--- src/rvc_pkg.sv ---
package rvc_pkg;

	// ========================================================================
	// buffer and credit sizing
	// ========================================================================

	// the upstream fetch unit starts with one credit per buffer word.
	localparam int FETCH_DEPTH = 4;
	localparam int FETCH_PTR_W = $clog2(FETCH_DEPTH);
	localparam int FETCH_CNT_W = $clog2(FETCH_DEPTH + 1);

	// receive capacity of the downstream decoder.
	localparam int ISSUE_CREDITS = 2;
	localparam int ISSUE_CNT_W = $clog2(ISSUE_CREDITS + 1);

	// ========================================================================
	// RV32I field positions and opcode templates
	// ========================================================================

	localparam int unsigned RD_LSB = 7;
	localparam int unsigned RS1_LSB = 15;
	localparam int unsigned RS2_LSB = 20;

	// register and immediate fields are left at zero.
	localparam logic [31:0] OP_ADDI = 32'h0000_0013;
	localparam logic [31:0] OP_LW = 32'h0000_2003;
	localparam logic [31:0] OP_SW = 32'h0000_2023;
	localparam logic [31:0] OP_JAL = 32'h0000_006f;
	localparam logic [31:0] OP_JALR = 32'h0000_0067;
	localparam logic [31:0] OP_LUI = 32'h0000_0037;
	localparam logic [31:0] OP_SLLI = 32'h0000_1013;
	localparam logic [31:0] OP_SRLI = 32'h0000_5013;
	localparam logic [31:0] OP_SRAI = 32'h4000_5013;
	localparam logic [31:0] OP_ANDI = 32'h0000_7013;
	localparam logic [31:0] OP_ADD = 32'h0000_0033;
	localparam logic [31:0] OP_SUB = 32'h4000_0033;
	localparam logic [31:0] OP_AND = 32'h0000_7033;
	localparam logic [31:0] OP_OR = 32'h0000_6033;
	localparam logic [31:0] OP_XOR = 32'h0000_4033;
	localparam logic [31:0] OP_BEQ = 32'h0000_0063;
	localparam logic [31:0] OP_BNE = 32'h0000_1063;

	// ========================================================================
	// compressed match patterns, for casez
	// ========================================================================

	// quadrant 0.
	localparam logic [15:0] C_ADDI4SPN = 16'b000???????????00;
	localparam logic [15:0] C_LW = 16'b010???????????00;
	localparam logic [15:0] C_SW = 16'b110???????????00;

	// quadrant 1. shifts with shamt[5] set are reserved on RV32 and do not match.
	localparam logic [15:0] C_ADDI = 16'b000???????????01;
	localparam logic [15:0] C_JAL = 16'b001???????????01;
	localparam logic [15:0] C_LI = 16'b010???????????01;
	localparam logic [15:0] C_LUI = 16'b011???????????01;
	localparam logic [15:0] C_SRLI = 16'b100000????????01;
	localparam logic [15:0] C_SRAI = 16'b100001????????01;
	localparam logic [15:0] C_ANDI = 16'b100?10????????01;
	localparam logic [15:0] C_SUB = 16'b100011???00???01;
	localparam logic [15:0] C_XOR = 16'b100011???01???01;
	localparam logic [15:0] C_OR = 16'b100011???10???01;
	localparam logic [15:0] C_AND = 16'b100011???11???01;
	localparam logic [15:0] C_J = 16'b101???????????01;
	localparam logic [15:0] C_BEQZ = 16'b110???????????01;
	localparam logic [15:0] C_BNEZ = 16'b111???????????01;

	// quadrant 2.
	localparam logic [15:0] C_SLLI = 16'b0000??????????10;
	localparam logic [15:0] C_LWSP = 16'b010???????????10;
	localparam logic [15:0] C_MV = 16'b1000??????????10;
	localparam logic [15:0] C_ADD = 16'b1001??????????10;
	localparam logic [15:0] C_SWSP = 16'b110???????????10;

	// ========================================================================
	// stream and packet types
	// ========================================================================

	// lo is the earlier halfword in program order.
	typedef struct packed {
		logic [15:0] hi;
		logic [15:0] lo;
	} parcel_pair_t;

	// a fetch word is either one aligned 32-bit instruction or two parcels.
	typedef union packed {
		logic [31:0] word;
		parcel_pair_t half;
	} fetch_word_u;

	// instr is zero whenever invalid is set.
	typedef struct packed {
		logic [31:0] instr;
		logic is_32bit;
		logic invalid;
	} issue_pkt_t;

endpackage

--- src/rvc_fetch_align.sv ---
module rvc_fetch_align (
	input  logic                 clk,
	input  logic                 rst,
	input  logic                 fetch_valid,
	input  rvc_pkg::fetch_word_u fetch_word,
	input  logic                 take,
	output logic                 fetch_credit,
	output logic                 cand_valid,
	output logic [31:0]          cand_raw,
	output logic                 cand_is_32bit
);

	rvc_pkg::fetch_word_u mem [rvc_pkg::FETCH_DEPTH];

	logic [rvc_pkg::FETCH_PTR_W-1:0] wr_ptr;
	logic [rvc_pkg::FETCH_PTR_W-1:0] rd_ptr;
	logic [rvc_pkg::FETCH_PTR_W-1:0] rd_ptr_nxt;
	logic [rvc_pkg::FETCH_CNT_W-1:0] count;
	logic                            half_sel;
	rvc_pkg::fetch_word_u            cur_word;
	rvc_pkg::fetch_word_u            nxt_word;
	logic [15:0]                     low_parcel;
	logic                            two_words;
	logic                            pop;

	function automatic logic [rvc_pkg::FETCH_PTR_W-1:0] wrap_inc(
		input logic [rvc_pkg::FETCH_PTR_W-1:0] ptr
	);
		if (ptr == rvc_pkg::FETCH_PTR_W'(rvc_pkg::FETCH_DEPTH - 1)) begin
			return '0;
		end
		return ptr + 1'b1;
	endfunction

	// ========================================================================
	// candidate extraction
	// ========================================================================

	assign rd_ptr_nxt = wrap_inc(rd_ptr);
	assign cur_word = mem[rd_ptr];
	assign nxt_word = mem[rd_ptr_nxt];

	// half_sel picks which halfword of the head word starts the next instruction.
	assign low_parcel = half_sel ? cur_word.half.hi : cur_word.half.lo;
	assign cand_is_32bit = (low_parcel[1:0] == 2'b11);
	assign two_words = (count > rvc_pkg::FETCH_CNT_W'(1));

	always_comb begin
		if (count == '0) begin
			cand_valid = 1'b0;
		end else if (cand_is_32bit && half_sel) begin
			// the upper half lives in the following word.
			cand_valid = two_words;
		end else begin
			cand_valid = 1'b1;
		end
	end

	// an aligned word is used whole, a straddling one is stitched together.
	assign cand_raw = half_sel ? {nxt_word.half.lo, cur_word.half.hi} : cur_word.word;

	// at most one word is retired per take, whatever the instruction width.
	assign pop = take && (half_sel || cand_is_32bit);

	// ========================================================================
	// buffer state
	// ========================================================================

	always_ff @(posedge clk) begin
		if (fetch_valid) begin
			mem[wr_ptr] <= fetch_word;
		end
	end

	always_ff @(posedge clk) begin
		if (rst) begin
			wr_ptr <= '0;
			rd_ptr <= '0;
			count <= '0;
			half_sel <= 1'b0;
			fetch_credit <= 1'b0;
		end else begin
			fetch_credit <= pop;
			if (fetch_valid) begin
				wr_ptr <= wrap_inc(wr_ptr);
			end
			if (pop) begin
				rd_ptr <= rd_ptr_nxt;
			end
			// a compressed step flips the halfword, a full step keeps it.
			if (take) begin
				half_sel <= half_sel ^ ~cand_is_32bit;
			end
			case ({fetch_valid, pop})
				2'b10: count <= count + 1'b1;
				2'b01: count <= count - 1'b1;
				default: count <= count;
			endcase
		end
	end

endmodule

--- src/rvc_decompress.sv ---
module rvc_decompress (
	input  logic [15:0] parcel,
	output logic [31:0] expanded,
	output logic        invalid
);

	// full register fields for cr, ci and css formats.
	logic [4:0]  rd_l;
	logic [4:0]  rs1_l;
	logic [4:0]  rs2_l;
	// three-bit fields of the other formats reach only x8 to x15.
	logic [4:0]  rd_s;
	logic [4:0]  rs1_s;
	logic [4:0]  rs2_s;

	logic [31:0] imm_ci;
	logic [31:0] shamt_i;
	logic [31:0] imm_cj;
	logic [31:0] imm_cb;

	function automatic logic [31:0] reg_at(input logic [4:0] r, input int unsigned lsb);
		return 32'(r) << lsb;
	endfunction

	assign rd_l = parcel[11:7];
	assign rs1_l = parcel[11:7];
	assign rs2_l = parcel[6:2];
	assign rd_s = {2'b01, parcel[4:2]};
	assign rs1_s = {2'b01, parcel[9:7]};
	assign rs2_s = {2'b01, parcel[4:2]};

	// ========================================================================
	// immediates, already placed in their RV32I bit positions
	// ========================================================================

	assign imm_ci = {{7{parcel[12]}}, parcel[6:2], 20'h0};
	assign shamt_i = {7'h0, parcel[6:2], 20'h0};

	// J-type offset, bits 20 and 19:12 are sign copies.
	assign imm_cj = {parcel[12], parcel[8], parcel[10:9], parcel[6], parcel[7], parcel[2],
		parcel[11], parcel[5:3], parcel[12], {8{parcel[12]}}, 12'h0};

	assign imm_cb = {{4{parcel[12]}}, parcel[6:5], parcel[2], 13'h0,
		parcel[11:10], parcel[4:3], parcel[12], 7'h0};

	// ========================================================================
	// expansion
	// ========================================================================

	always_comb begin
		expanded = '0;
		invalid = 1'b0;
		casez (parcel)
			16'h0000: invalid = 1'b1;
			rvc_pkg::C_ADDI4SPN: expanded = rvc_pkg::OP_ADDI | reg_at(rd_s, rvc_pkg::RD_LSB)
				| reg_at(5'd2, rvc_pkg::RS1_LSB)
				| {2'b00, parcel[10:7], parcel[12:11], parcel[5], parcel[6], 2'b00, 20'h0};
			rvc_pkg::C_LW: expanded = rvc_pkg::OP_LW | reg_at(rd_s, rvc_pkg::RD_LSB)
				| reg_at(rs1_s, rvc_pkg::RS1_LSB)
				| {5'h0, parcel[5], parcel[12:10], parcel[6], 2'b00, 20'h0};
			rvc_pkg::C_SW: expanded = rvc_pkg::OP_SW | reg_at(rs2_s, rvc_pkg::RS2_LSB)
				| reg_at(rs1_s, rvc_pkg::RS1_LSB)
				| {5'h0, parcel[5], parcel[12], 13'h0, parcel[11:10], parcel[6], 2'b00, 7'h0};
			rvc_pkg::C_ADDI: expanded = rvc_pkg::OP_ADDI | reg_at(rd_l, rvc_pkg::RD_LSB)
				| reg_at(rs1_l, rvc_pkg::RS1_LSB) | imm_ci;
			rvc_pkg::C_JAL: expanded = rvc_pkg::OP_JAL | reg_at(5'd1, rvc_pkg::RD_LSB) | imm_cj;
			rvc_pkg::C_J: expanded = rvc_pkg::OP_JAL | imm_cj;
			rvc_pkg::C_LI: expanded = rvc_pkg::OP_ADDI | reg_at(rd_l, rvc_pkg::RD_LSB) | imm_ci;
			rvc_pkg::C_LUI: begin
				if (rd_l == 5'd2) begin
					// this is addi16sp, the stack pointer adjust.
					expanded = rvc_pkg::OP_ADDI | reg_at(5'd2, rvc_pkg::RD_LSB)
						| reg_at(5'd2, rvc_pkg::RS1_LSB)
						| {{3{parcel[12]}}, parcel[4:3], parcel[5], parcel[2], parcel[6],
						4'h0, 20'h0};
				end else begin
					expanded = rvc_pkg::OP_LUI | reg_at(rd_l, rvc_pkg::RD_LSB)
						| {{15{parcel[12]}}, parcel[6:2], 12'h0};
				end
			end
			rvc_pkg::C_SRLI: expanded = rvc_pkg::OP_SRLI | reg_at(rs1_s, rvc_pkg::RD_LSB)
				| reg_at(rs1_s, rvc_pkg::RS1_LSB) | shamt_i;
			rvc_pkg::C_SRAI: expanded = rvc_pkg::OP_SRAI | reg_at(rs1_s, rvc_pkg::RD_LSB)
				| reg_at(rs1_s, rvc_pkg::RS1_LSB) | shamt_i;
			rvc_pkg::C_ANDI: expanded = rvc_pkg::OP_ANDI | reg_at(rs1_s, rvc_pkg::RD_LSB)
				| reg_at(rs1_s, rvc_pkg::RS1_LSB) | imm_ci;
			rvc_pkg::C_SUB: expanded = rvc_pkg::OP_SUB | reg_at(rs1_s, rvc_pkg::RD_LSB)
				| reg_at(rs1_s, rvc_pkg::RS1_LSB) | reg_at(rs2_s, rvc_pkg::RS2_LSB);
			rvc_pkg::C_XOR: expanded = rvc_pkg::OP_XOR | reg_at(rs1_s, rvc_pkg::RD_LSB)
				| reg_at(rs1_s, rvc_pkg::RS1_LSB) | reg_at(rs2_s, rvc_pkg::RS2_LSB);
			rvc_pkg::C_OR: expanded = rvc_pkg::OP_OR | reg_at(rs1_s, rvc_pkg::RD_LSB)
				| reg_at(rs1_s, rvc_pkg::RS1_LSB) | reg_at(rs2_s, rvc_pkg::RS2_LSB);
			rvc_pkg::C_AND: expanded = rvc_pkg::OP_AND | reg_at(rs1_s, rvc_pkg::RD_LSB)
				| reg_at(rs1_s, rvc_pkg::RS1_LSB) | reg_at(rs2_s, rvc_pkg::RS2_LSB);
			rvc_pkg::C_BEQZ: expanded = rvc_pkg::OP_BEQ | reg_at(rs1_s, rvc_pkg::RS1_LSB) | imm_cb;
			rvc_pkg::C_BNEZ: expanded = rvc_pkg::OP_BNE | reg_at(rs1_s, rvc_pkg::RS1_LSB) | imm_cb;
			rvc_pkg::C_SLLI: expanded = rvc_pkg::OP_SLLI | reg_at(rs1_l, rvc_pkg::RD_LSB)
				| reg_at(rs1_l, rvc_pkg::RS1_LSB) | shamt_i;
			rvc_pkg::C_LWSP: expanded = rvc_pkg::OP_LW | reg_at(rd_l, rvc_pkg::RD_LSB)
				| reg_at(5'd2, rvc_pkg::RS1_LSB)
				| {4'h0, parcel[3:2], parcel[12], parcel[6:4], 2'b00, 20'h0};
			rvc_pkg::C_MV: begin
				if (rs2_l != 5'd0) begin
					expanded = rvc_pkg::OP_ADD | reg_at(rd_l, rvc_pkg::RD_LSB)
						| reg_at(rs2_l, rvc_pkg::RS2_LSB);
				end else begin
					// c.jr, jump without link.
					expanded = rvc_pkg::OP_JALR | reg_at(rs1_l, rvc_pkg::RS1_LSB);
				end
			end
			rvc_pkg::C_ADD: begin
				if (rs2_l != 5'd0) begin
					expanded = rvc_pkg::OP_ADD | reg_at(rd_l, rvc_pkg::RD_LSB)
						| reg_at(rs1_l, rvc_pkg::RS1_LSB) | reg_at(rs2_l, rvc_pkg::RS2_LSB);
				end else begin
					// c.jalr links through ra.
					expanded = rvc_pkg::OP_JALR | reg_at(5'd1, rvc_pkg::RD_LSB)
						| reg_at(rs1_l, rvc_pkg::RS1_LSB);
				end
			end
			rvc_pkg::C_SWSP: expanded = rvc_pkg::OP_SW | reg_at(rs2_l, rvc_pkg::RS2_LSB)
				| reg_at(5'd2, rvc_pkg::RS1_LSB)
				| {4'h0, parcel[8:7], parcel[12], 13'h0, parcel[11:9], 2'b00, 7'h0};
			default: invalid = 1'b1;
		endcase
	end

endmodule

--- src/rvc_issue_credit.sv ---
module rvc_issue_credit (
	input  logic                clk,
	input  logic                rst,
	input  logic                cand_valid,
	input  logic [31:0]         cand_raw,
	input  logic                cand_is_32bit,
	input  logic [31:0]         expanded,
	input  logic                invalid,
	input  logic                issue_credit,
	output logic                take,
	output logic                issue_valid,
	output rvc_pkg::issue_pkt_t issue_pkt
);

	logic [rvc_pkg::ISSUE_CNT_W-1:0] credits;
	rvc_pkg::issue_pkt_t             pkt_next;

	// a candidate is only accepted while the decoder has room for it.
	assign take = cand_valid && (credits != '0);

	// the decompressor also sees the low half of full-width words, so its
	// flag only counts for compressed parcels.
	always_comb begin
		pkt_next.instr = cand_is_32bit ? cand_raw : expanded;
		pkt_next.is_32bit = cand_is_32bit;
		pkt_next.invalid = !cand_is_32bit && invalid;
	end

	always_ff @(posedge clk) begin
		if (rst) begin
			credits <= rvc_pkg::ISSUE_CNT_W'(rvc_pkg::ISSUE_CREDITS);
			issue_valid <= 1'b0;
		end else begin
			issue_valid <= take;
			case ({take, issue_credit})
				2'b10: credits <= credits - 1'b1;
				2'b01: credits <= credits + 1'b1;
				default: credits <= credits;
			endcase
		end
	end

	always_ff @(posedge clk) begin
		if (take) begin
			issue_pkt <= pkt_next;
		end
	end

endmodule

--- src/rvc_frontend.sv ---
module rvc_frontend (
	input  logic                 clk,
	input  logic                 rst,
	input  logic                 fetch_valid,
	input  rvc_pkg::fetch_word_u fetch_word,
	input  logic                 issue_credit,
	output logic                 fetch_credit,
	output logic                 issue_valid,
	output rvc_pkg::issue_pkt_t  issue_pkt
);

	logic        take;
	logic        cand_valid;
	logic [31:0] cand_raw;
	logic        cand_is_32bit;
	logic [31:0] expanded;
	logic        invalid;

	rvc_fetch_align u_align (
		.clk           (clk),
		.rst           (rst),
		.fetch_valid   (fetch_valid),
		.fetch_word    (fetch_word),
		.take          (take),
		.fetch_credit  (fetch_credit),
		.cand_valid    (cand_valid),
		.cand_raw      (cand_raw),
		.cand_is_32bit (cand_is_32bit)
	);

	// only the first parcel of a candidate can be compressed.
	rvc_decompress u_decompress (
		.parcel   (cand_raw[15:0]),
		.expanded (expanded),
		.invalid  (invalid)
	);

	rvc_issue_credit u_issue (
		.clk           (clk),
		.rst           (rst),
		.cand_valid    (cand_valid),
		.cand_raw      (cand_raw),
		.cand_is_32bit (cand_is_32bit),
		.expanded      (expanded),
		.invalid       (invalid),
		.issue_credit  (issue_credit),
		.take          (take),
		.issue_valid   (issue_valid),
		.issue_pkt     (issue_pkt)
	);

endmodule

--- config.mk ---
export PLATFORM = sky130hd
export DESIGN_NAME = rvc_frontend
export DESIGN_NICKNAME = d
export VERILOG_FILES = /design/src/rvc_pkg.sv /design/src/rvc_fetch_align.sv /design/src/rvc_decompress.sv /design/src/rvc_issue_credit.sv /design/src/rvc_frontend.sv
export SDC_FILE = /design/constraint.sdc
export NUM_CORES = 1
export LEC_CHECK = 0
export BUFFER_PORTS_ARGS = -buffer_cell sky130_fd_sc_hd__buf_2
export CAP_MARGIN = 25
export CORE_MARGIN = 2
export CORE_UTILIZATION = 45
export DETAILED_ROUTE_END_ITERATION = 12
export GPL_TIMING_DRIVEN = 1
export PLACE_DENSITY = 0.59
export SLEW_MARGIN = 25
export SYNTH_ARGS = -nofsm -noshare
export SYNTH_HDL_FRONTEND = slang
export SYNTH_SLANG_ARGS = --single-unit
--- constraint.sdc ---
create_clock -name clk -period 10.6 [get_ports clk]
set_clock_uncertainty 0.2 [all_clocks]
set_input_delay 1.06 -clock clk [delete_from_list [all_inputs] [get_ports clk]]
set_output_delay 1.06 -clock clk [all_outputs]
set_load 0.05 [all_outputs]
# == Yosys cells after proc, flatten, opt, wreduce, memory -nomap -nowiden ==
# Memories as Yosys holds them, arrays and structs flattened. A register that Yosys moved wholly into a read port is not among the register bits.
# Index checks and enable logic that the tools add are counted.
# word_totals
reg_bits,46
mem_bits_rw,128
inputBits,36
output_inout_bits,36
memories,1
# classes
add_sub_neg,6
magnitude_cmp,1
eq_ne,29
n_mux,26
n_bitwise,34
n_reduce_logical,14
# memory_table
name,words,width,read_ports,rd_clocked_by_memory_dff,wr,line,rtl
u_align.mem,4,32,2,1,1,rvc_fetch_align.sv:13,rvc_pkg::fetch_word_u mem [rvc_pkg::FETCH_DEPTH];
# op_table
operator,n
$pmux 32 s22,1
$mux 32,6
$or 32x24->32,4
$or 32x25->32,4
$or 15x19->19,5
$or 12x32->32,2
$or 19x32->32,2
$or 32x27->32,2
$or 32x32->32,2
$or 31x19->31,2
$eq 10x10->1 const B,4
$or 12x20->20,2
$or 17x30->30,1
$or 17x28->28,1
$or 25x28->28,1
$eq 5x5->1 const B,5
$or 12x25->25,1
$or 24x19->24,1
$reduce_or 22->1,1
$eq 5x4->1 const B,4
$or 13x20->20,1
$or 14x19->19,1
$eq 8x8->1 const B,2
$logic_not 16->1,1
other kinds (26),54

# == Depth between registers and ports, before layout ==
# Gate-level depths: netlist of the first run.
# An unclocked memory read counts as a cell.
# depth
word_depth,11
ltp_mapped,17

# == Modules after synthesis ==
# A second synthesis of the first run with hierarchy kept.
# hier_totals
hier_cells,617
area_unflattened_um2,8863.5
# modules_own_cells
module,n_inst,cells_each,area_each_um2
rvc_fetch_align,1,324,6102.1
rvc_issue_credit,1,84,1532.7
rvc_decompress,1,209,1228.7

# == Worst setup path before layout of the first run ==
# OpenSTA, ideal clock, no wires.
# synth_path
path_kind,flip-flop to flip-flop
startpoint,reg with a tool-made name
endpoint,"reg, netlist name u_issue.issue_pkt[0]"
setup_ps,389
t_arrival_ps,2987
t_required_ps,10011
path_slack_ps,7025
stages_incl_launch_ff,12
n_path_buf,3
period_less_slack_ps,3575
path_cell_list,dfxtp_1 > buf_6 > buf_2 > mux2i_1 > o22ai_1 > a21oi_1 > nor2_1 > clkbuf_1 > ha_1 > a21oi_1 > o22ai_1 > inv_1

==> results of run 1 <==
==> worst max-delay path by stage <==
stage	from	to	slack [ns]	cells past startpoint
6_report	flop	u_issue.issue_pkt[12]	5.97	9
2_1_floorplan	flop	u_issue.issue_pkt[0]	7.02	11
4_1_cts	flop	u_issue.issue_pkt[12]	6.02	9
3_5_place_dp	flop	u_issue.issue_pkt[12]	6.07	9
5_1_grt	flop	u_issue.issue_pkt[12]	5.66	9
3_3_place_gp	flop	u_issue.issue_pkt[12]	6.00	9
==> routing by layer <==
metal / wire [µm] / global-route usage (%) / part of all wire (%) / vias up
met1: 9880 / 33.0 / 44 / 2739
met5: 0 / 0 / 0 / -
met2: 10600 / 37.9 / 47 / 215
li1: - / - / - / 2464
met4: 645 / 8.56 / 2.9 / 0
met3: 1350 / 5.50 / 6.0 / 38
==> where the power goes <==
group	leakage, nW	total (mW)	switching, mW	internal (mW)
Clock	0.289	0.618	0.300	0.318
Sequential	1.63	0.977	0.0323	0.945
Combinational	1.43	1.69	1.19	0.498
Total	3.34	3.28	1.52	1.76
==> cell type report <==
| class | count | area [µm²] |
|---|---|---|
| Fill cell | 1516 | 8560 |
| Clock inverter | 14 | 168 |
| Clock buffer | 18 | 429 |
| Timing Repair Buffer | 85 | 460 |
| Tap cell | 229 | 287 |
| Sequential cell | 176 | 5150 |
| Multi-Input combinational cell | 362 | 2990 |
| Inverter | 14 | 52.6 |
==> flip-flops by register name, summed over array words and instances (netlist names), named ones only <==
| register | flops |
|---|---|
| u_issue.credits | 2 |
| u_align.wr_ptr | 2 |
| u_align.fetch_credit | 1 |
| u_align.rd_ptr | 2 |
| u_issue.issue_pkt | 34 |
| u_align.half_sel | 1 |
| u_issue.issue_valid | 1 |
| u_align.mem | 128 |
| u_align.count | 3 |
==> critical path: stages (launching register included) <==
cell and delay (ns):
dfxtp_2 0.32, buf_4 0.60, mux4_2 0.62, a21oi_1 0.69, nor2_1 0.08, buf_4 0.22, clkinv_1 0.33, o21ai_0 0.34
nor3_1 0.69, o22ai_1 0.18
==> Yosys cell counts, drive strengths merged (2+ instances only) <==
| library cell | n | area, µm² |
|---|---|---|
| a21oi | 33 | 180 |
| clkinv | 2 | 7.51 |
| a21o | 7 | 52.6 |
| clkbuf | 8 | 30.0 |
| a211oi | 3 | 22.5 |
| nor2 | 37 | 141 |
| and2 | 6 | 37.5 |
| nand2 | 52 | 198 |
| ha | 13 | 163 |
| mux4 | 38 | 856 |
| o22ai | 20 | 125 |
| nor4 | 10 | 68.8 |
| mux2i | 38 | 393 |
| or3b | 2 | 17.5 |
| nand4 | 2 | 18.8 |
| dfxtp | 14 | 280 |
| or2 | 3 | 18.8 |
| o2111ai | 6 | 52.6 |
| o211ai | 7 | 52.6 |
| a22oi | 2 | 20.0 |
| a221oi | 5 | 43.8 |
| edfxtp | 162 | 4860 |
| nand2b | 2 | 12.5 |
| o221ai | 8 | 87.6 |
| nor3 | 14 | 70.1 |
| inv | 12 | 45.0 |
| xor2 | 4 | 35.0 |
| buf | 22 | 130 |
| o21ai | 20 | 100 |
| nand3 | 14 | 70.1 |
| o31ai | 3 | 27.5 |
==> cell families (layout without fill, tap and decap cells) <==
family	count (synthesis)	after routing	share of synthesized area (%)
multiplexers	76	76	15.0
buffers and inverters	44	131	2.55
AND/OR/NAND/NOR	147	147	8.46
XOR/XNOR	5	5	0.525
flip-flops	176	176	61.7
adder cells (fa/ha/maj)	13	13	1.95
AO/OA/AOI/OAI	121	121	9.88
==> key figures, run 1 <==
Floorplanning
  • Core Region: 18100 µm²
  • # IOs: 72
  • Starting Density: 46.1%
  • Num rows: 49
  • Die width: 140 µm
  • Die ar.: 19600 µm²
  • Chip height: 140 µm

Yosys
  • Mapped cell area: 8340 µm²
  • Yosys Warn Count: 0
  • Top_reg_cell synth: edfxtp_1
  • Post-Synthesis Cells: 582
  • Post-synth cell types: 61
  • EDFF count, synth: 162
  • Syn nets: 631
  • Seq cells post-synth: 176
  • Syn avg cell area: 14.3 µm²
  • Register area share after synthesis: 61.7%
  • Asr flop ratio synth: 0%

Pwr
  • Leakage: 3.34 nW
  • VDD IR max: 0.155 mV
  • Power Dens Cells: 344 nW/µm²
  • Total power: 3.28 mW

Worst setup path
  • Critical-path maximum fanout: 42
  • CP Data Required Time: 10.54 ns
  • Reg2Reg Depth: 9
  • Worst setup EP type: flop
  • Worst Path Arrival: 4.57 ns
  • Worst Setup Start Kind: flop
  • Critical Setup Path Class: reg2reg
  • Worst r2r dst: u_issue.issue_pkt[12]
  • Flop2flop setup slack: 5.97 ns

Clocking
  • Max clock buf depth: 2
  • CTS root buf: clkbuf_16
  • H-tree depth: 4
  • Setup Buffers After CTS: 0
  • Clock latency on the worst-skew pair: 0.44 ns
  • Clock tree from TritonCTS: built
  • Cts hold-fix bufs: 0
  • Sinks on Clock Net: 176
  • Clock Pin Slew Worst Setup and Hold Paths: 0.08 ns
  • Cells resized by post-CTS repair: 0
  • CTS Buf Count: 17

Layout
  • Fin nets: 705
  • Non-Filler Instances: 898
  • Area delta synth->final: 14.2%
  • Most frequent cells in the layout: edfxtp_1 (162), buf_2 (71), nand2_1 (51)
  • Layout cells sized above 1: 26.2%
  • Commonest non-fill, non-tap cell in the layout: edfxtp_1
  • Ant. Diodes: 0
  • Final cell utilization of the core: 52.7%
  • Fin area: 9530 µm²

Timing
  • Min Tclk post-route: 4.63 ns
  • RSZ-0062 raised after global routing: no
  • Fin Hold WS: 0.292 ns
  • Count of final max-slew check failures: 0
  • Tightest Pin Transition: 0.984 ns
  • Slew headroom: 34.4%
  • Final setup fails: 0
  • Final Hold Viols: 0
  • Setup TNS: 0 ns
  • Crit share post-route: 43.7%
  • Fmax: 0.216 GHz
  • Worst setup margin: 5.97 ns

Global routing
  • Largest net degree at the start of global routing: 43
  • Vias in the first global route: 5672
  • Initial antenna violation count: 0
  • First-pass GRT wire length: 34.8 mm
  • GRT overflow: 0
  • GRT Total Usage: 24.0%

Run
  • Maxcap violations: 0

Drt
  • DR iter-0 viols: 550
  • Avg WL per Cell: 25.0 µm
  • Vias: 5456
  • Vias per cell: 6.08
  • Pre-antenna DRT Iters: 10
  • Post-route ant nets: 0
  • Final wirelength: 22.5 mm
  • DRC errors left: 9

Min path
  • Min-delay src: u_align.count[2]
  • Hold Path Class: reg2reg
  • Hold path depth: 2
  • Worst Hold Endpoint: u_align.count[2]

Status
  • Failing checks: design-rule violations
  • Outcome: finished, violations left

Placement
  • GPL Wtd Cong: 0.999
  • Placed cell count: 866
  • Placed cell areas: 8930 µm²
  • PortBufs: 71
  • DPL Wire Length: 15.6 mm
  • Post-Place Setup Slack: 6.07 ns
Note: power is estimated with default switching activity, not from simulation.
==> inputs of run 2 (changes only) <==
- ABC_AREA: not set -> 1
- clock period: 10.6 -> 4.6 ns (I/O delays scaled with it)
==> run 2 against run 1 <==
  * Total power grew 110%
  * Global-route usage shrank 0.94 points
  * Combinational power grew 90%
  * Highest routed layer unchanged
  * The flow now finishes without violations
  * Worst setup slack lost 5.2 ns
  * Largest power group unchanged
  * Critical endpoint is now u_align.count[2]
==> key figures, run 2 <==
Status
  • Outcome: finished, final reports clean (was finished, violations left)

Clocking
  • Max clock buf depth: 2 (unchanged)
  • H-tree depth: 4 (unchanged)
  • Cts hold-fix bufs: 0 (unchanged)
  • Sinks on Clock Net: 176 (unchanged)
  • CTS root buf: clkbuf_16 (unchanged)
  • Clock tree from TritonCTS: built (unchanged)
  • Cells resized by post-CTS repair: 0 (unchanged)
  • Clock Pin Slew Worst Setup and Hold Paths: 0.07 ns (was 0.08 ns)
  • Setup Buffers After CTS: 0 (unchanged)
  • CTS Buf Count: 17 (unchanged)
  • Clock latency on the worst-skew pair: 0.44 ns (about the same)

Run
  • Maxcap violations: 0 (unchanged)

Worst setup path
  • Flop2flop setup slack: 0.74 ns (was 5.97 ns)
  • Worst Path Arrival: 3.98 ns (was 4.57 ns)
  • Critical-path maximum fanout: 40 (was 42)
  • CP bufs+invs: 2 (was 3)
  • Critical path depth: 15 (was 9)
  • Reg2Reg Depth: 15 (was 9)
  • Top cell by count, worst path: nand2_1 (was buf_4)
  • Worst setup EP type: flop (unchanged)
  • Crit-path leading delay family: simple AND/OR/NAND/NOR gates (was compound AO/OA/AOI/OAI gates)
  • Worst r2r dst: u_align.count[2] (was u_issue.issue_pkt[12])
  • Worst Setup Start Kind: flop (unchanged)
  • CP Cell Sequence: buf_4 -> nand2_1 -> nand3_1 -> nand2_1 -> nand2_1 -> nand2_2 -> nor2_2 -> clkinv_1 -> ha_1 -> nor2_1 -> ha_1 -> nor2_1 -> o21ai_0 -> o21ai_0 -> a21oi_1 (was buf_4 -> mux4_2 -> a21oi_1 -> nor2_1 -> buf_4 -> clkinv_1 -> o21ai_0 -> nor3_1 -> o22ai_1)
  • Critical Setup Path Class: reg2reg (unchanged)
  • Slowest cell on crit path: dfxtp_2 (was a21oi_1)
  • CP Data Required Time: 4.72 ns (was 10.54 ns)
  • Crit path largest cell delay: 0.71 ns (was 0.69 ns)

Layout
  • # fillers: 1891 (was 1516)
  • Area delta synth->final: 12.3% (was 14.2%)
  • Top reg by flops: u_align.mem (unchanged)
  • Most frequent cells in the layout: nand2_1 (283), edfxtp_1 (162), nand3_1 (100) (was edfxtp_1 (162), buf_2 (71), nand2_1 (51))
  • Ant. Diodes: 0 (unchanged)
  • Number of flip-flops in the largest register: 128 (unchanged)
  • Fin area: 10400 µm² (was 9530 µm²)
  • Fin nets: 1125 (was 705)
  • Top flop regs: u_align.mem x128, u_issue.issue_pkt x34, u_align.count x3 (unchanged)
  • Commonest non-fill, non-tap cell in the layout: nand2_1 (was edfxtp_1)
  • Layout cells sized above 1: 16.4% (was 26.2%)

Floorplanning
  • Core Region: 20200 µm² (was 18100 µm²)
  • Starting Density: 45.8% (was 46.1%)
  • Die ar.: 21700 µm² (was 19600 µm²)
  • Die width: 147 µm (was 140 µm)
  • # IOs: 72 (unchanged)
  • Num rows: 52 (was 49)
  • Chip height: 147 µm (was 140 µm)

Min path
  • Hold Path Class: in2reg (was reg2reg)
  • Worst Hold Endpoint: u_align.mem[3][10] (was u_align.count[2])
  • Hold path depth: 1 (was 2)
  • Min-delay src: fetch_word[10] (was u_align.count[2])

Drt
  • Avg WL per Cell: 17.7 µm (was 25.0 µm)
  • DRC errors left: 0 (was 9)
  • Post-route ant nets: 0 (unchanged)
  • Pre-antenna DRT Iters: 7 (was 10)
  • DR iter-0 viols: 791 (was 550)
  • Final wirelength: 24.1 mm (was 22.5 mm)
  • Vias per cell: 5.38 (was 6.08)
  • Vias: 7318 (was 5456)

Global routing
  • Initial antenna violation count: 0 (unchanged)
  • GRT Total Usage: 23.1% (was 24.0%)
  • Vias in the first global route: 6827 (was 5672)
  • First-pass GRT wire length: 38.3 mm (was 34.8 mm)
  • Largest net degree at the start of global routing: 60 (was 43)
  • GRT overflow: 0 (unchanged)

Yosys
  • Asr flop ratio synth: 0% (unchanged)
  • Top_reg_cell synth: edfxtp_1 (unchanged)
  • Syn avg cell area: 9.10 µm² (was 14.3 µm²)
  • Post-synth top area share: 52.7% (was 58.3%)
  • Synth area leader: edfxtp_1 (unchanged)
  • Post-Synthesis Cells: 1014 (was 582)
  • Top area cells in the synthesized netlist: edfxtp_1 (53%), nand2_1 (12%), nand3_1 (5.4%) (was edfxtp_1 (58%), mux4_2 (10%), mux2i_1 (4.4%))
  • Syn nets: 1063 (was 631)
  • Commonest cells in the synthesized netlist: nand2_1 (283), edfxtp_1 (162), nand3_1 (100) (was edfxtp_1 (162), nand2_1 (51), mux4_2 (38))
  • Yosys Warn Count: 0 (unchanged)
  • EDFF count, synth: 162 (unchanged)
  • Post-synth cell types: 44 (was 61)
  • Seq cells post-synth: 176 (unchanged)
  • Register area share after synthesis: 55.7% (was 61.7%)
  • Mapped cell area: 9230 µm² (was 8340 µm²)
  • Top-count cell post-synth: nand2_1 (was edfxtp_1)

Timing
  • Slew headroom: 41.6% (was 34.4%)
  • Crit share post-route: 83.9% (was 43.7%)
  • Count of final max-slew check failures: 0 (unchanged)
  • RSZ-0062 raised after global routing: no (unchanged)
  • Final setup fails: 0 (unchanged)
  • Min Tclk post-route: 3.86 ns (was 4.63 ns)
  • Fmax: 0.259 GHz (was 0.216 GHz)
  • Setup TNS: 0 ns (unchanged)
  • Final Hold Viols: 0 (unchanged)
  • Tightest Pin Transition: 0.875 ns (was 0.984 ns)
  • Fin Hold WS: 0.0339 ns (was 0.292 ns)

Pwr
  • Power Dens Cells: 664 nW/µm² (was 344 nW/µm²)
  • Total power: 6.89 mW (was 3.28 mW)
  • VDD IR max: 0.297 mV (was 0.155 mV)
  • Leakage: 4.44 nW (was 3.34 nW)

Placement
  • DPL Wire Length: 16.5 mm (was 15.6 mm)
  • GPL Wtd Cong: 0.958 (was 0.999)
  • PortBufs: 71 (unchanged)
  • Placed cell areas: 9770 µm² (was 8930 µm²)
## run 2: cell types whose count changed in the layout (fill, tap and decap cells not counted), moves of 16 or more
cell / change
nand2_2: +16
mux2i_1: -37
nand2_1: +232
o21ai_0: +55
nand4_1: +16
mux4_2: -38
inv_1: +70
o22ai_1: -16
nor2_1: +38
nand3_1: +86
## run 2: kinds of logic after synthesis
logic type      share of synthesized area (%)
flops                                    55.7
compound gates                           10.0
buf+inv                                  6.70
fa+ha+maj                                1.76
xor+xnor                                0.190
simple gates                             25.6
## run 2: worst reg2reg max path: stages (launching register included)
cell and delay (ns):
dfxtp_2 0.71, buf_4 0.48, nand2_1 0.09, nand3_1 0.09, nand2_1 0.07, nand2_1 0.09, nand2_2 0.16, nor2_2 0.22
clkinv_1 0.33, ha_1 0.31, nor2_1 0.25, ha_1 0.33, nor2_1 0.11, o21ai_0 0.10, o21ai_0 0.15, a21oi_1 0.05
## run 2: layer usage
layer	global-route usage (%)	vias up	share of wire, %
met2	35.3	293	45
li1	-	3586	-
met1	32.5	3383	46
met3	4.66	56	6.5
met4	9.13	0	2.9
met5	0	-	0
## run 2: power by group
part	internal (mW)	leakage, nW	switching (mW)
registers	2.15	1.63	0.116
clock network	0.729	0.283	0.687
logic	0.772	2.53	2.43
total	3.65	4.44	3.24
## run 2: worst max-delay path by stage
stage | from | end | slack, ns
floorplan | flop | u_align.count[2] | 0.52
global placement | flop | u_align.count[2] | 0.78
detailed placement | flop | u_align.count[2] | 0.76
CTS | flop | u_align.count[2] | 0.72
global route | flop | u_align.count[2] | 0.26
finish | flop | u_align.count[2] | 0.74
## run 2: cell type report
| class | count | area (µm²) | area share [%] |
|---|---|---|---|
| clock buffers | 17 | 425 | 4.11 |
| clock inverters | 15 | 164 | 1.58 |
| flip-flops and latches | 176 | 5150 | 49.7 |
| inverters | 94 | 355 | 3.43 |
| well taps | 270 | 338 | 3.26 |
| repair buffers | 83 | 445 | 4.30 |
| multi-input cells | 704 | 3490 | 33.7 |
## run 2: metrics by stage
stage | std cells | util, % | setup slack, ns
after floorplan | 1014 | - | 0.522
after global placement | 1327 | 48.5 | 0.779
after detailed placement | 1327 | 48.5 | 0.760
after CTS | 1359 | 51.4 | 0.724
after global routing | 1359 | 51.4 | 0.256
final | 1359 | 51.4 | 0.740
